[config.mk]
export PLATFORM = sky130hd
export DESIGN_NAME = cache_top
export DESIGN_NICKNAME = d
export VERILOG_FILES = /design/src/hw/cache_pkg.sv /design/src/hw/cache_store.sv /design/src/hw/cache_counters.sv /design/src/hw/cache_ctrl.sv /design/src/hw/cache_top.sv
export SDC_FILE = /design/constraint.sdc
export NUM_CORES = 2
export LEC_CHECK = 0
export BUFFER_PORTS_ARGS = -buffer_cell sky130_fd_sc_hd__buf_4
export CELL_PAD_IN_SITES_DETAIL_PLACEMENT = 1
export CELL_PAD_IN_SITES_GLOBAL_PLACEMENT = 2
export CORE_MARGIN = 3
export CORE_UTILIZATION = 45
export DETAILED_ROUTE_END_ITERATION = 10
export GPL_TIMING_DRIVEN = 0
export PLACE_DENSITY_LB_ADDON = 0.1
export SYNTH_ARGS = -nofsm -noshare
export SYNTH_HDL_FRONTEND = slang
export SYNTH_SLANG_ARGS = --single-unit
export TNS_END_PERCENT = 30
[constraint.sdc]
create_clock -name clk -period 13.97 [get_ports clk]
set_input_delay 2.794 -clock clk [delete_from_list [all_inputs] [get_ports clk]]
set_output_delay 2.794 -clock clk [all_outputs]
set_load 0.02 [all_outputs]
[src/hw/cache_pkg.sv]
package cache_pkg;

    // Geometry of the cache and its two ports
    localparam int ADDR_WIDTH   = 16;
    localparam int DATA_WIDTH   = 32;
    localparam int BE_WIDTH     = DATA_WIDTH / 8;
    localparam int NUM_WAYS     = 2;
    localparam int NUM_SETS     = 8;
    localparam int INDEX_WIDTH  = 3;
    localparam int OFFSET_WIDTH = 2;
    localparam int TAG_WIDTH    = ADDR_WIDTH - INDEX_WIDTH - OFFSET_WIDTH;

    // Width of each statistics counter
    localparam int COUNT_WIDTH  = 32;

    // One line holds one word, so the offset only selects a byte inside it
    typedef struct packed {
        logic [TAG_WIDTH-1:0]    tag;
        logic [INDEX_WIDTH-1:0]  index;
        logic [OFFSET_WIDTH-1:0] offset;
    } cache_addr_fields_t;

    // The memory port sees the raw word, the lookup sees the fields
    typedef union packed {
        logic [ADDR_WIDTH-1:0] word;
        cache_addr_fields_t    fields;
    } cache_addr_t;

    typedef enum logic [2:0] {
        IDLE,
        LOOKUP,
        HIT_RESP,
        WB_REQ,
        WB_WAIT,
        FILL_REQ,
        FILL_WAIT,
        RESP
    } ctrl_state_t;

endpackage

[src/hw/cache_store.sv]
`timescale 1ns/1ps

module cache_store (
    input  logic                                clk,
    input  logic                                rst_n,

    input  logic                                lookup_i,
    input  cache_pkg::cache_addr_t              lookup_addr_i,

    input  logic                                write_i,
    input  logic                                write_way_i,
    input  logic [cache_pkg::BE_WIDTH-1:0]      write_be_i,
    input  logic [cache_pkg::DATA_WIDTH-1:0]    write_data_i,
    input  logic                                write_dirty_i,

    input  logic                                touch_i,
    input  logic                                touch_way_i,

    output logic                                hit_o,
    output logic                                hit_way_o,
    output logic [cache_pkg::DATA_WIDTH-1:0]    rdata_o,
    output logic                                victim_way_o,
    output logic                                victim_dirty_o,
    output logic [cache_pkg::TAG_WIDTH-1:0]     victim_tag_o,
    output logic [cache_pkg::DATA_WIDTH-1:0]    victim_data_o
);

    import cache_pkg::*;

    logic [TAG_WIDTH-1:0]   tag_mem  [NUM_WAYS][NUM_SETS];
    logic [DATA_WIDTH-1:0]  data_mem [NUM_WAYS][NUM_SETS];
    logic [NUM_WAYS-1:0]    valid_q  [NUM_SETS];
    logic [NUM_WAYS-1:0]    dirty_q  [NUM_SETS];
    // Holds the most recently used way of each set
    logic [NUM_SETS-1:0]    mru_q;

    logic [INDEX_WIDTH-1:0] idx;
    logic [NUM_WAYS-1:0]    way_hit;
    logic                   vict_way;

    assign idx = lookup_addr_i.fields.index;

    always_comb
    begin
        for (int w = 0; w < NUM_WAYS; w++)
        begin
            way_hit[w] = valid_q[idx][w] && (tag_mem[w][idx] == lookup_addr_i.fields.tag);
        end
    end

    // An empty way is filled first, otherwise the way not used last is evicted
    always_comb
    begin
        if (!valid_q[idx][0])
            vict_way = 1'b0;
        else if (!valid_q[idx][1])
            vict_way = 1'b1;
        else
            vict_way = ~mru_q[idx];
    end

    always_ff @(posedge clk)
    begin
        if (!rst_n)
        begin
            hit_o          <= 1'b0;
            hit_way_o      <= 1'b0;
            victim_way_o   <= 1'b0;
            victim_dirty_o <= 1'b0;
        end
        else if (lookup_i)
        begin
            hit_o          <= |way_hit;
            hit_way_o      <= way_hit[1];
            victim_way_o   <= vict_way;
            victim_dirty_o <= valid_q[idx][vict_way] && dirty_q[idx][vict_way];
        end
    end

    // Results stay stable until the next lookup, the controller relies on that
    always_ff @(posedge clk)
    begin
        if (lookup_i)
        begin
            rdata_o       <= data_mem[way_hit[1]][idx];
            victim_tag_o  <= tag_mem[vict_way][idx];
            victim_data_o <= data_mem[vict_way][idx];
        end
    end

    always_ff @(posedge clk)
    begin
        if (!rst_n)
        begin
            for (int s = 0; s < NUM_SETS; s++)
            begin
                valid_q[s] <= '0;
                dirty_q[s] <= '0;
            end
            mru_q <= '0;
        end
        else
        begin
            if (write_i)
            begin
                valid_q[idx][write_way_i] <= 1'b1;
                dirty_q[idx][write_way_i] <= write_dirty_i;
            end
            if (touch_i)
                mru_q[idx] <= touch_way_i;
        end
    end

    always_ff @(posedge clk)
    begin
        if (write_i)
        begin
            tag_mem[write_way_i][idx] <= lookup_addr_i.fields.tag;
            for (int b = 0; b < BE_WIDTH; b++)
            begin
                if (write_be_i[b])
                    data_mem[write_way_i][idx][8*b +: 8] <= write_data_i[8*b +: 8];
            end
        end
    end

endmodule

[src/hw/cache_counters.sv]
`timescale 1ns/1ps

module cache_counters (
    input  logic                                clk,
    input  logic                                rst_n,
    input  logic                                hit_i,
    input  logic                                miss_i,
    input  logic                                mem_txn_i,
    output logic [cache_pkg::COUNT_WIDTH-1:0]   hit_count_o,
    output logic [cache_pkg::COUNT_WIDTH-1:0]   miss_count_o,
    output logic [cache_pkg::COUNT_WIDTH-1:0]   mem_txn_count_o
);

    import cache_pkg::*;

    logic [2:0]             inc;
    logic [COUNT_WIDTH-1:0] count_q [3];

    assign inc = {mem_txn_i, miss_i, hit_i};

    // Each counter sticks at its maximum instead of wrapping
    always_ff @(posedge clk)
    begin
        if (!rst_n)
        begin
            for (int i = 0; i < 3; i++)
            begin
                count_q[i] <= '0;
            end
        end
        else
        begin
            for (int i = 0; i < 3; i++)
            begin
                if (inc[i] && count_q[i] != '1)
                    count_q[i] <= count_q[i] + 1'b1;
            end
        end
    end

    assign hit_count_o     = count_q[0];
    assign miss_count_o    = count_q[1];
    assign mem_txn_count_o = count_q[2];

endmodule

[src/hw/cache_ctrl.sv]
`timescale 1ns/1ps

module cache_ctrl (
    input  logic                                clk,
    input  logic                                rst_n,

    input  logic                                proc_req_i,
    input  logic [cache_pkg::ADDR_WIDTH-1:0]    proc_addr_i,
    input  logic                                proc_we_i,
    input  logic [cache_pkg::BE_WIDTH-1:0]      proc_be_i,
    input  logic [cache_pkg::DATA_WIDTH-1:0]    proc_wdata_i,
    output logic                                proc_gnt_o,
    output logic                                proc_rvalid_o,
    output logic [cache_pkg::DATA_WIDTH-1:0]    proc_rdata_o,

    output logic                                mem_req_o,
    output logic [cache_pkg::ADDR_WIDTH-1:0]    mem_addr_o,
    output logic                                mem_we_o,
    output logic [cache_pkg::BE_WIDTH-1:0]      mem_be_o,
    output logic [cache_pkg::DATA_WIDTH-1:0]    mem_wdata_o,
    input  logic                                mem_gnt_i,
    input  logic                                mem_rvalid_i,
    input  logic [cache_pkg::DATA_WIDTH-1:0]    mem_rdata_i,

    output logic                                lookup_o,
    output cache_pkg::cache_addr_t              lookup_addr_o,
    output logic                                write_o,
    output logic                                write_way_o,
    output logic [cache_pkg::BE_WIDTH-1:0]      write_be_o,
    output logic [cache_pkg::DATA_WIDTH-1:0]    write_data_o,
    output logic                                write_dirty_o,
    output logic                                touch_o,
    output logic                                touch_way_o,

    input  logic                                hit_i,
    input  logic                                hit_way_i,
    input  logic [cache_pkg::DATA_WIDTH-1:0]    rdata_i,
    input  logic                                victim_way_i,
    input  logic                                victim_dirty_i,
    input  logic [cache_pkg::TAG_WIDTH-1:0]     victim_tag_i,
    input  logic [cache_pkg::DATA_WIDTH-1:0]    victim_data_i,

    output logic                                hit_o,
    output logic                                miss_o,
    output logic                                mem_txn_o
);

    import cache_pkg::*;

    ctrl_state_t            state;
    cache_addr_t            addr_q;
    logic                   we_q;
    logic [BE_WIDTH-1:0]    be_q;
    logic [DATA_WIDTH-1:0]  wdata_q;

    cache_addr_t            fill_addr;
    cache_addr_t            wb_addr;
    logic [DATA_WIDTH-1:0]  merged;

    // The lookup is issued straight from IDLE so the result is ready in LOOKUP
    assign lookup_o = (state == IDLE) && proc_req_i;

    always_comb
    begin
        if (state == IDLE)
            lookup_addr_o.word = proc_addr_i;
        else
            lookup_addr_o = addr_q;
    end

    always_comb
    begin
        fill_addr                = addr_q;
        fill_addr.fields.offset  = '0;
        wb_addr.fields.tag       = victim_tag_i;
        wb_addr.fields.index     = addr_q.fields.index;
        wb_addr.fields.offset    = '0;
    end

    // Store miss: stored bytes win over the fetched word
    always_comb
    begin
        for (int b = 0; b < BE_WIDTH; b++)
        begin
            if (we_q && be_q[b])
                merged[8*b +: 8] = wdata_q[8*b +: 8];
            else
                merged[8*b +: 8] = mem_rdata_i[8*b +: 8];
        end
    end

    always_comb
    begin
        write_o       = 1'b0;
        touch_o       = 1'b0;
        write_way_o   = victim_way_i;
        write_be_o    = '1;
        write_data_o  = merged;
        write_dirty_o = we_q;
        if (state == LOOKUP && hit_i)
        begin
            touch_o       = 1'b1;
            write_o       = we_q;
            write_way_o   = hit_way_i;
            write_be_o    = be_q;
            write_data_o  = wdata_q;
            write_dirty_o = 1'b1;
        end
        else if (state == FILL_WAIT && mem_rvalid_i)
        begin
            write_o = 1'b1;
            touch_o = 1'b1;
        end
    end

    assign touch_way_o = write_way_o;
    assign proc_gnt_o  = (state == HIT_RESP) || (state == RESP);
    assign mem_be_o    = '1;
    assign hit_o       = (state == LOOKUP) && hit_i;
    assign miss_o      = (state == LOOKUP) && !hit_i;
    assign mem_txn_o   = mem_req_o && mem_gnt_i;

    always_ff @(posedge clk)
    begin
        if (!rst_n)
        begin
            state         <= IDLE;
            mem_req_o     <= 1'b0;
            proc_rvalid_o <= 1'b0;
        end
        else
        begin
            proc_rvalid_o <= 1'b0;
            unique case (state)
                IDLE:
                begin
                    if (proc_req_i)
                        state <= LOOKUP;
                end
                LOOKUP:
                begin
                    if (hit_i)
                        state <= HIT_RESP;
                    else
                    begin
                        mem_req_o <= 1'b1;
                        state     <= victim_dirty_i ? WB_REQ : FILL_REQ;
                    end
                end
                HIT_RESP, RESP:
                begin
                    proc_rvalid_o <= 1'b1;
                    state         <= IDLE;
                end
                WB_REQ:
                begin
                    if (mem_gnt_i)
                    begin
                        mem_req_o <= 1'b0;
                        state     <= WB_WAIT;
                    end
                end
                WB_WAIT:
                begin
                    if (mem_rvalid_i)
                    begin
                        mem_req_o <= 1'b1;
                        state     <= FILL_REQ;
                    end
                end
                FILL_REQ:
                begin
                    if (mem_gnt_i)
                    begin
                        mem_req_o <= 1'b0;
                        state     <= FILL_WAIT;
                    end
                end
                FILL_WAIT:
                begin
                    if (mem_rvalid_i)
                        state <= RESP;
                end
            endcase
        end
    end

    always_ff @(posedge clk)
    begin
        if (state == IDLE && proc_req_i)
        begin
            addr_q.word <= proc_addr_i;
            we_q        <= proc_we_i;
            be_q        <= proc_be_i;
            wdata_q     <= proc_wdata_i;
        end
        if (state == LOOKUP && !hit_i)
        begin
            mem_addr_o  <= victim_dirty_i ? wb_addr.word : fill_addr.word;
            mem_we_o    <= victim_dirty_i;
            mem_wdata_o <= victim_data_i;
        end
        if (state == WB_WAIT && mem_rvalid_i)
        begin
            mem_addr_o <= fill_addr.word;
            mem_we_o   <= 1'b0;
        end
        // A store always answers with zero data
        if (state == FILL_WAIT && mem_rvalid_i)
            proc_rdata_o <= we_q ? '0 : mem_rdata_i;
        if (state == HIT_RESP)
            proc_rdata_o <= we_q ? '0 : rdata_i;
    end

endmodule

[src/hw/cache_top.sv]
`timescale 1ns/1ps

module cache_top (
    input  logic                                clk,
    input  logic                                rst_n,

    input  logic                                proc_req_i,
    input  logic [cache_pkg::ADDR_WIDTH-1:0]    proc_addr_i,
    input  logic                                proc_we_i,
    input  logic [cache_pkg::BE_WIDTH-1:0]      proc_be_i,
    input  logic [cache_pkg::DATA_WIDTH-1:0]    proc_wdata_i,
    output logic                                proc_gnt_o,
    output logic                                proc_rvalid_o,
    output logic [cache_pkg::DATA_WIDTH-1:0]    proc_rdata_o,

    output logic                                mem_req_o,
    output logic [cache_pkg::ADDR_WIDTH-1:0]    mem_addr_o,
    output logic                                mem_we_o,
    output logic [cache_pkg::BE_WIDTH-1:0]      mem_be_o,
    output logic [cache_pkg::DATA_WIDTH-1:0]    mem_wdata_o,
    input  logic                                mem_gnt_i,
    input  logic                                mem_rvalid_i,
    input  logic [cache_pkg::DATA_WIDTH-1:0]    mem_rdata_i,

    output logic [cache_pkg::COUNT_WIDTH-1:0]   hit_count_o,
    output logic [cache_pkg::COUNT_WIDTH-1:0]   miss_count_o,
    output logic [cache_pkg::COUNT_WIDTH-1:0]   mem_txn_count_o
);

    import cache_pkg::*;

    logic                   lookup;
    cache_addr_t            lookup_addr;
    logic                   write;
    logic                   write_way;
    logic [BE_WIDTH-1:0]    write_be;
    logic [DATA_WIDTH-1:0]  write_data;
    logic                   write_dirty;
    logic                   touch;
    logic                   touch_way;
    logic                   hit;
    logic                   hit_way;
    logic [DATA_WIDTH-1:0]  rdata;
    logic                   victim_way;
    logic                   victim_dirty;
    logic [TAG_WIDTH-1:0]   victim_tag;
    logic [DATA_WIDTH-1:0]  victim_data;
    logic                   hit_evt;
    logic                   miss_evt;
    logic                   mem_txn_evt;

    cache_ctrl u_ctrl (
        .clk            (clk),
        .rst_n          (rst_n),
        .proc_req_i     (proc_req_i),
        .proc_addr_i    (proc_addr_i),
        .proc_we_i      (proc_we_i),
        .proc_be_i      (proc_be_i),
        .proc_wdata_i   (proc_wdata_i),
        .proc_gnt_o     (proc_gnt_o),
        .proc_rvalid_o  (proc_rvalid_o),
        .proc_rdata_o   (proc_rdata_o),
        .mem_req_o      (mem_req_o),
        .mem_addr_o     (mem_addr_o),
        .mem_we_o       (mem_we_o),
        .mem_be_o       (mem_be_o),
        .mem_wdata_o    (mem_wdata_o),
        .mem_gnt_i      (mem_gnt_i),
        .mem_rvalid_i   (mem_rvalid_i),
        .mem_rdata_i    (mem_rdata_i),
        .lookup_o       (lookup),
        .lookup_addr_o  (lookup_addr),
        .write_o        (write),
        .write_way_o    (write_way),
        .write_be_o     (write_be),
        .write_data_o   (write_data),
        .write_dirty_o  (write_dirty),
        .touch_o        (touch),
        .touch_way_o    (touch_way),
        .hit_i          (hit),
        .hit_way_i      (hit_way),
        .rdata_i        (rdata),
        .victim_way_i   (victim_way),
        .victim_dirty_i (victim_dirty),
        .victim_tag_i   (victim_tag),
        .victim_data_i  (victim_data),
        .hit_o          (hit_evt),
        .miss_o         (miss_evt),
        .mem_txn_o      (mem_txn_evt)
    );

    cache_store u_store (
        .clk            (clk),
        .rst_n          (rst_n),
        .lookup_i       (lookup),
        .lookup_addr_i  (lookup_addr),
        .write_i        (write),
        .write_way_i    (write_way),
        .write_be_i     (write_be),
        .write_data_i   (write_data),
        .write_dirty_i  (write_dirty),
        .touch_i        (touch),
        .touch_way_i    (touch_way),
        .hit_o          (hit),
        .hit_way_o      (hit_way),
        .rdata_o        (rdata),
        .victim_way_o   (victim_way),
        .victim_dirty_o (victim_dirty),
        .victim_tag_o   (victim_tag),
        .victim_data_o  (victim_data)
    );

    cache_counters u_counters (
        .clk             (clk),
        .rst_n           (rst_n),
        .hit_i           (hit_evt),
        .miss_i          (miss_evt),
        .mem_txn_i       (mem_txn_evt),
        .hit_count_o     (hit_count_o),
        .miss_count_o    (miss_count_o),
        .mem_txn_count_o (mem_txn_count_o)
    );

endmodule

==> summary.md <==
| Metric | Value |
|---|---|
| Status | finished, violations left |
| Failing checks | max-capacitance violations, max-slew violations |
| Clock slew at reported path FFs | 0.06 ns |
| Postcts setup bufs | 0 |
| Fin crit period | 9.67 ns |
| P_int | 0.00604 W |
| Largest net degree at the start of global routing | 67 |
| CTS Hold Bufs | 0 |
| # setup viols final | 0 |
| Die area | about 110000 sq um |
| Final TNS setup | 0 ns |
| Post-synthesis xor/xnor area fraction | 1.87% |
| DRC | 0 |
| Final Wtd Congestion | around 1 |
| Layout cells sized above 1 | 13.4% |
| Main combinational cell family by area after synthesis | simple AND/OR/NAND/NOR gates |
| Initial Util | 45.6% |
| Hold Path Class | reg2reg |
| Yosys warns | 0 |
| Iter 0 DRT Violations | 6222 |
| Met3 WL post-DR | ~29 mm |
| Crit path DAT | 10.11 ns |
| Biggest area consumer among synthesized cells | edfxtp_1 |
| Synthesized flop and latch total | approximately 1000 |
| Max Clk Rate | 103 MHz |
| GR Util All Layers | slightly below 40% |
| Clk pwr share | around a third |
| Worst-Skew Late Latency | 0.73 ns |
| Routed wire per std cell | ~37 um |
| Core Region | 106000 sq um |
| Worst setup EP type | flop |
| Sink Count | 1038 |
| Worst Clk Skew | 0.0348 ns |
| Worst r2r path cells | 14 |
| Asr flop ratio synth | 0% |
| Final hold violations | 0 |
| Io pins | 274 |
| Mapped Area | 48200 sq um |
| Hold Path Cell Cnt | 0 |
| Via/cell ratio | 6.67 |
| CP Data Required Time | about 14 ns |
| Share of the synthesized area in the top cell type | 62.6% |
| End of the worst register-to-register path | u_store.victim_data_o[21] |
| 1st-pass router iterations | 8 |
| Num rows | about 120 |
| Max Cap Violations | 17 |
| Final cycle utilization of the critical path | 69.2% |
| Port Buffers | 264 |
| Max Slew Vio Count | 147 |
| FF-to-FF setup slack | 5.71 ns |
| Die Y-Extent | ~330 um |
| LEAKAGE | 20.4 nW |
| Synthesis-to-layout area growth | 16.1% |
| Met2 Wirelength | about 95 mm |
| Crit-path max FO | 10 |
| Mux contribution to synthesized area | ~6.7% |
| Worst slew pin tran | between 1.5 and 2 ns |
| CTS root buf | clkbuf_16 |
| Routed Antenna Nets | 0 |
| Crit Path Category | in2reg |
| Final hold slack | 0.397 ns |
| Compound-Gate Fraction of Synth Area | under 10% |
| Post-synth cell types | 71 |
| Initial antenna violation count | 11 |
| Cts bufs inserted | around 110 |
| Worst VDD drop | 0.0965 mV |
| Vias in the first global route | a little under 40000 |
| Mapped Cells | 4146 |
| Highest routed metal layer | met5 |
| WL final | around 220 mm |
| Post-Synth Simple-Gate Area | 15.9% |
| Hold endpoint | u_ctrl.mem_wdata_o[15] |
| Seq/Total Area, Yosys | between 60 and 70% |
| CP startpoint kind | input port |
| P per Cell Area | 163 nW/um^2 |
| Commonest non-fill, non-tap cell in the layout | edfxtp_1 |
| Synth Area in Adders | less than 1% |
| H-tree depth | 3 |
| M1 wire length | 83.0 mm |
| Final core occ | between 50 and 60% |
| HPWL Detailed | 150 mm |
| Cells resized by post-CTS repair | 0 |
| Syn avg cell area | 11.6 sq um |
| RSZ-0062 raised after global routing | no |
| Final #Nets | 4634 |
| GRT overflow | 0 |
| First-pass GRT wire length | 305 mm |
| Largest cells by area after synthesis | edfxtp_1, nand2_1, mux2i_1 |
| Logic pwr share | 24.5% |
| Most frequent cells in the layout | edfxtp_1, nand2_1, nand3_1, nor2_1, buf_4 |
| Synth Flop Type | edfxtp_1 |
| CTS tree | yes |
| Maximum root-to-sink buffer count | 3 |
| P_sw | 0.00309 W |
| Net Sw Frac | around 34% |
| Horiz. Die Dim | 333 um |
| Seq pwr share | a little over two fifths |
| Min-delay src | u_store.victim_data_o[15] |
| Detailed-route via count | 40300 |
| Worst rel slew slack | -9.81% |
| Post-synth EDFFs | 1004 |
| R2R Path Start | u_ctrl.state[1] |
[registers in the layout, summed over array words and instances (netlist names), 3 cells and up]
name / cells
u_ctrl.mem_wdata_o: 32
u_store.dirty_q: 16
u_store.valid_q: 16
u_store.rdata_o: 32
u_ctrl.mem_addr_o: 14
u_counters.count_q: 96
u_store.tag_mem: 176
u_ctrl.proc_rdata_o: 32
u_ctrl.wdata_q: 32
u_store.victim_tag_o: 11
u_store.data_mem: 512
u_ctrl.be_q: 4
u_store.victim_data_o: 32
u_store.mru_q: 8
u_ctrl.state: 3
u_ctrl.addr_q: 14
[layer usage]
layer	vias up	global-route usage, %
met2	3101	57.6
met1	20200	50.6
met5	-	0
met3	763	12.4
li1	16200	-
met4	2	24.5
[final cells by class]
cell class                      instances  area (sq um)
Antenna cell                           11          27.5
Buffer                                290          1220
Clock buffer                          142          3000
Clock inverter                         63           657
Fill cell                           11100         49800
Inverter                               55           211
Multi-Input combinational cell       2767         16000
Sequential cell                      1038         30800
Tap cell                             1391          1740
Timing Repair Buffer                  277          2190
[how the worst max path moves through the flow]
stage          depth (start not counted)  slack [ns]      startpoint                   endpoint
2_1_floorplan                         18        7.06  proc_addr_i[4]        u_store.rdata_o[13]
3_3_place_gp                          13        3.11  proc_addr_i[2]        u_store.rdata_o[23]
3_5_place_dp                          13        4.20  proc_addr_i[2]  u_store.victim_data_o[23]
4_1_cts                               13        4.94  proc_addr_i[2]  u_store.victim_data_o[23]
5_1_grt                               19        4.67  proc_addr_i[2]        u_store.rdata_o[26]
6_report                              13        4.30  proc_addr_i[2]  u_store.victim_data_o[29]
[cell families (layout without fill, tap and decap cells)]
logic type | Yosys count | in the layout
mux | 307 | 307
flops | 1038 | 1038
xor+xnor | 103 | 103
compound gates | 613 | 613
other cells | 2 | 17
fa+ha+maj | 3 | 3
simple gates | 1735 | 1735
buf+inv | 345 | 827
[stage by stage]
step                worst slack (ns)  std cells  instance area (sq um)  power (W)
floorplan                       7.06       4150                  48200    0.00492
global placement                3.11       5805                  51900    0.00599
detailed placement              4.20       5818                  52200    0.00603
CTS                             4.94       6023                  55900    0.00901
global route                    4.67       6023                  55900    0.00928
finish                          4.30       6034                  55900    0.00913
[power by group through the flow]
| stage | clock, W | combinational [W] | sequential (W) |
|---|---|---|---|
| floorplan | 0 | 0.000942 | 0.00398 |
| global placement | 0 | 0.00207 | 0.00391 |
| detailed placement | 0 | 0.00212 | 0.00390 |
| CTS | 0.00304 | 0.00213 | 0.00384 |
| global route | 0.00316 | 0.00226 | 0.00386 |
| finish | 0.00305 | 0.00224 | 0.00384 |
[worst max-delay path, stage by stage]
cell and delay, ns:
buf_4 0.08, clkbuf_1 0.44, or4b_2 0.63, clkbuf_1 0.29
nand2_1 0.47, clkbuf_1 0.88, clkbuf_1 0.91, clkbuf_1 0.86
clkbuf_1 0.80, clkbuf_1 1.16, nand3_1 0.32, a31oi_1 0.32
nand3_1 0.12
[cell usage after synthesis, types with 13 or more instances]
cell type	count
a211oi_1	18
o22ai_1	107
nand3_1	365
nor4_1	21
inv_1	54
o211a_1	27
or4_1	33
nand4_1	26
nor2_1	302
xnor2_1	52
a21oi_1	158
a31oi_1	37
o211ai_1	20
xor2_1	51
buf_2	24
mux2i_1	211
dfxtp_1	34
nand3b_1	13
and3_1	28
buf_1	27
nand2_1	818
clkbuf_1	226
o21ai_0	69
nor3_1	56
mux2_2	93
edfxtp_1	1004
o21a_1	34
a221oi_1	65
Power figures use the tool's default switching activity.
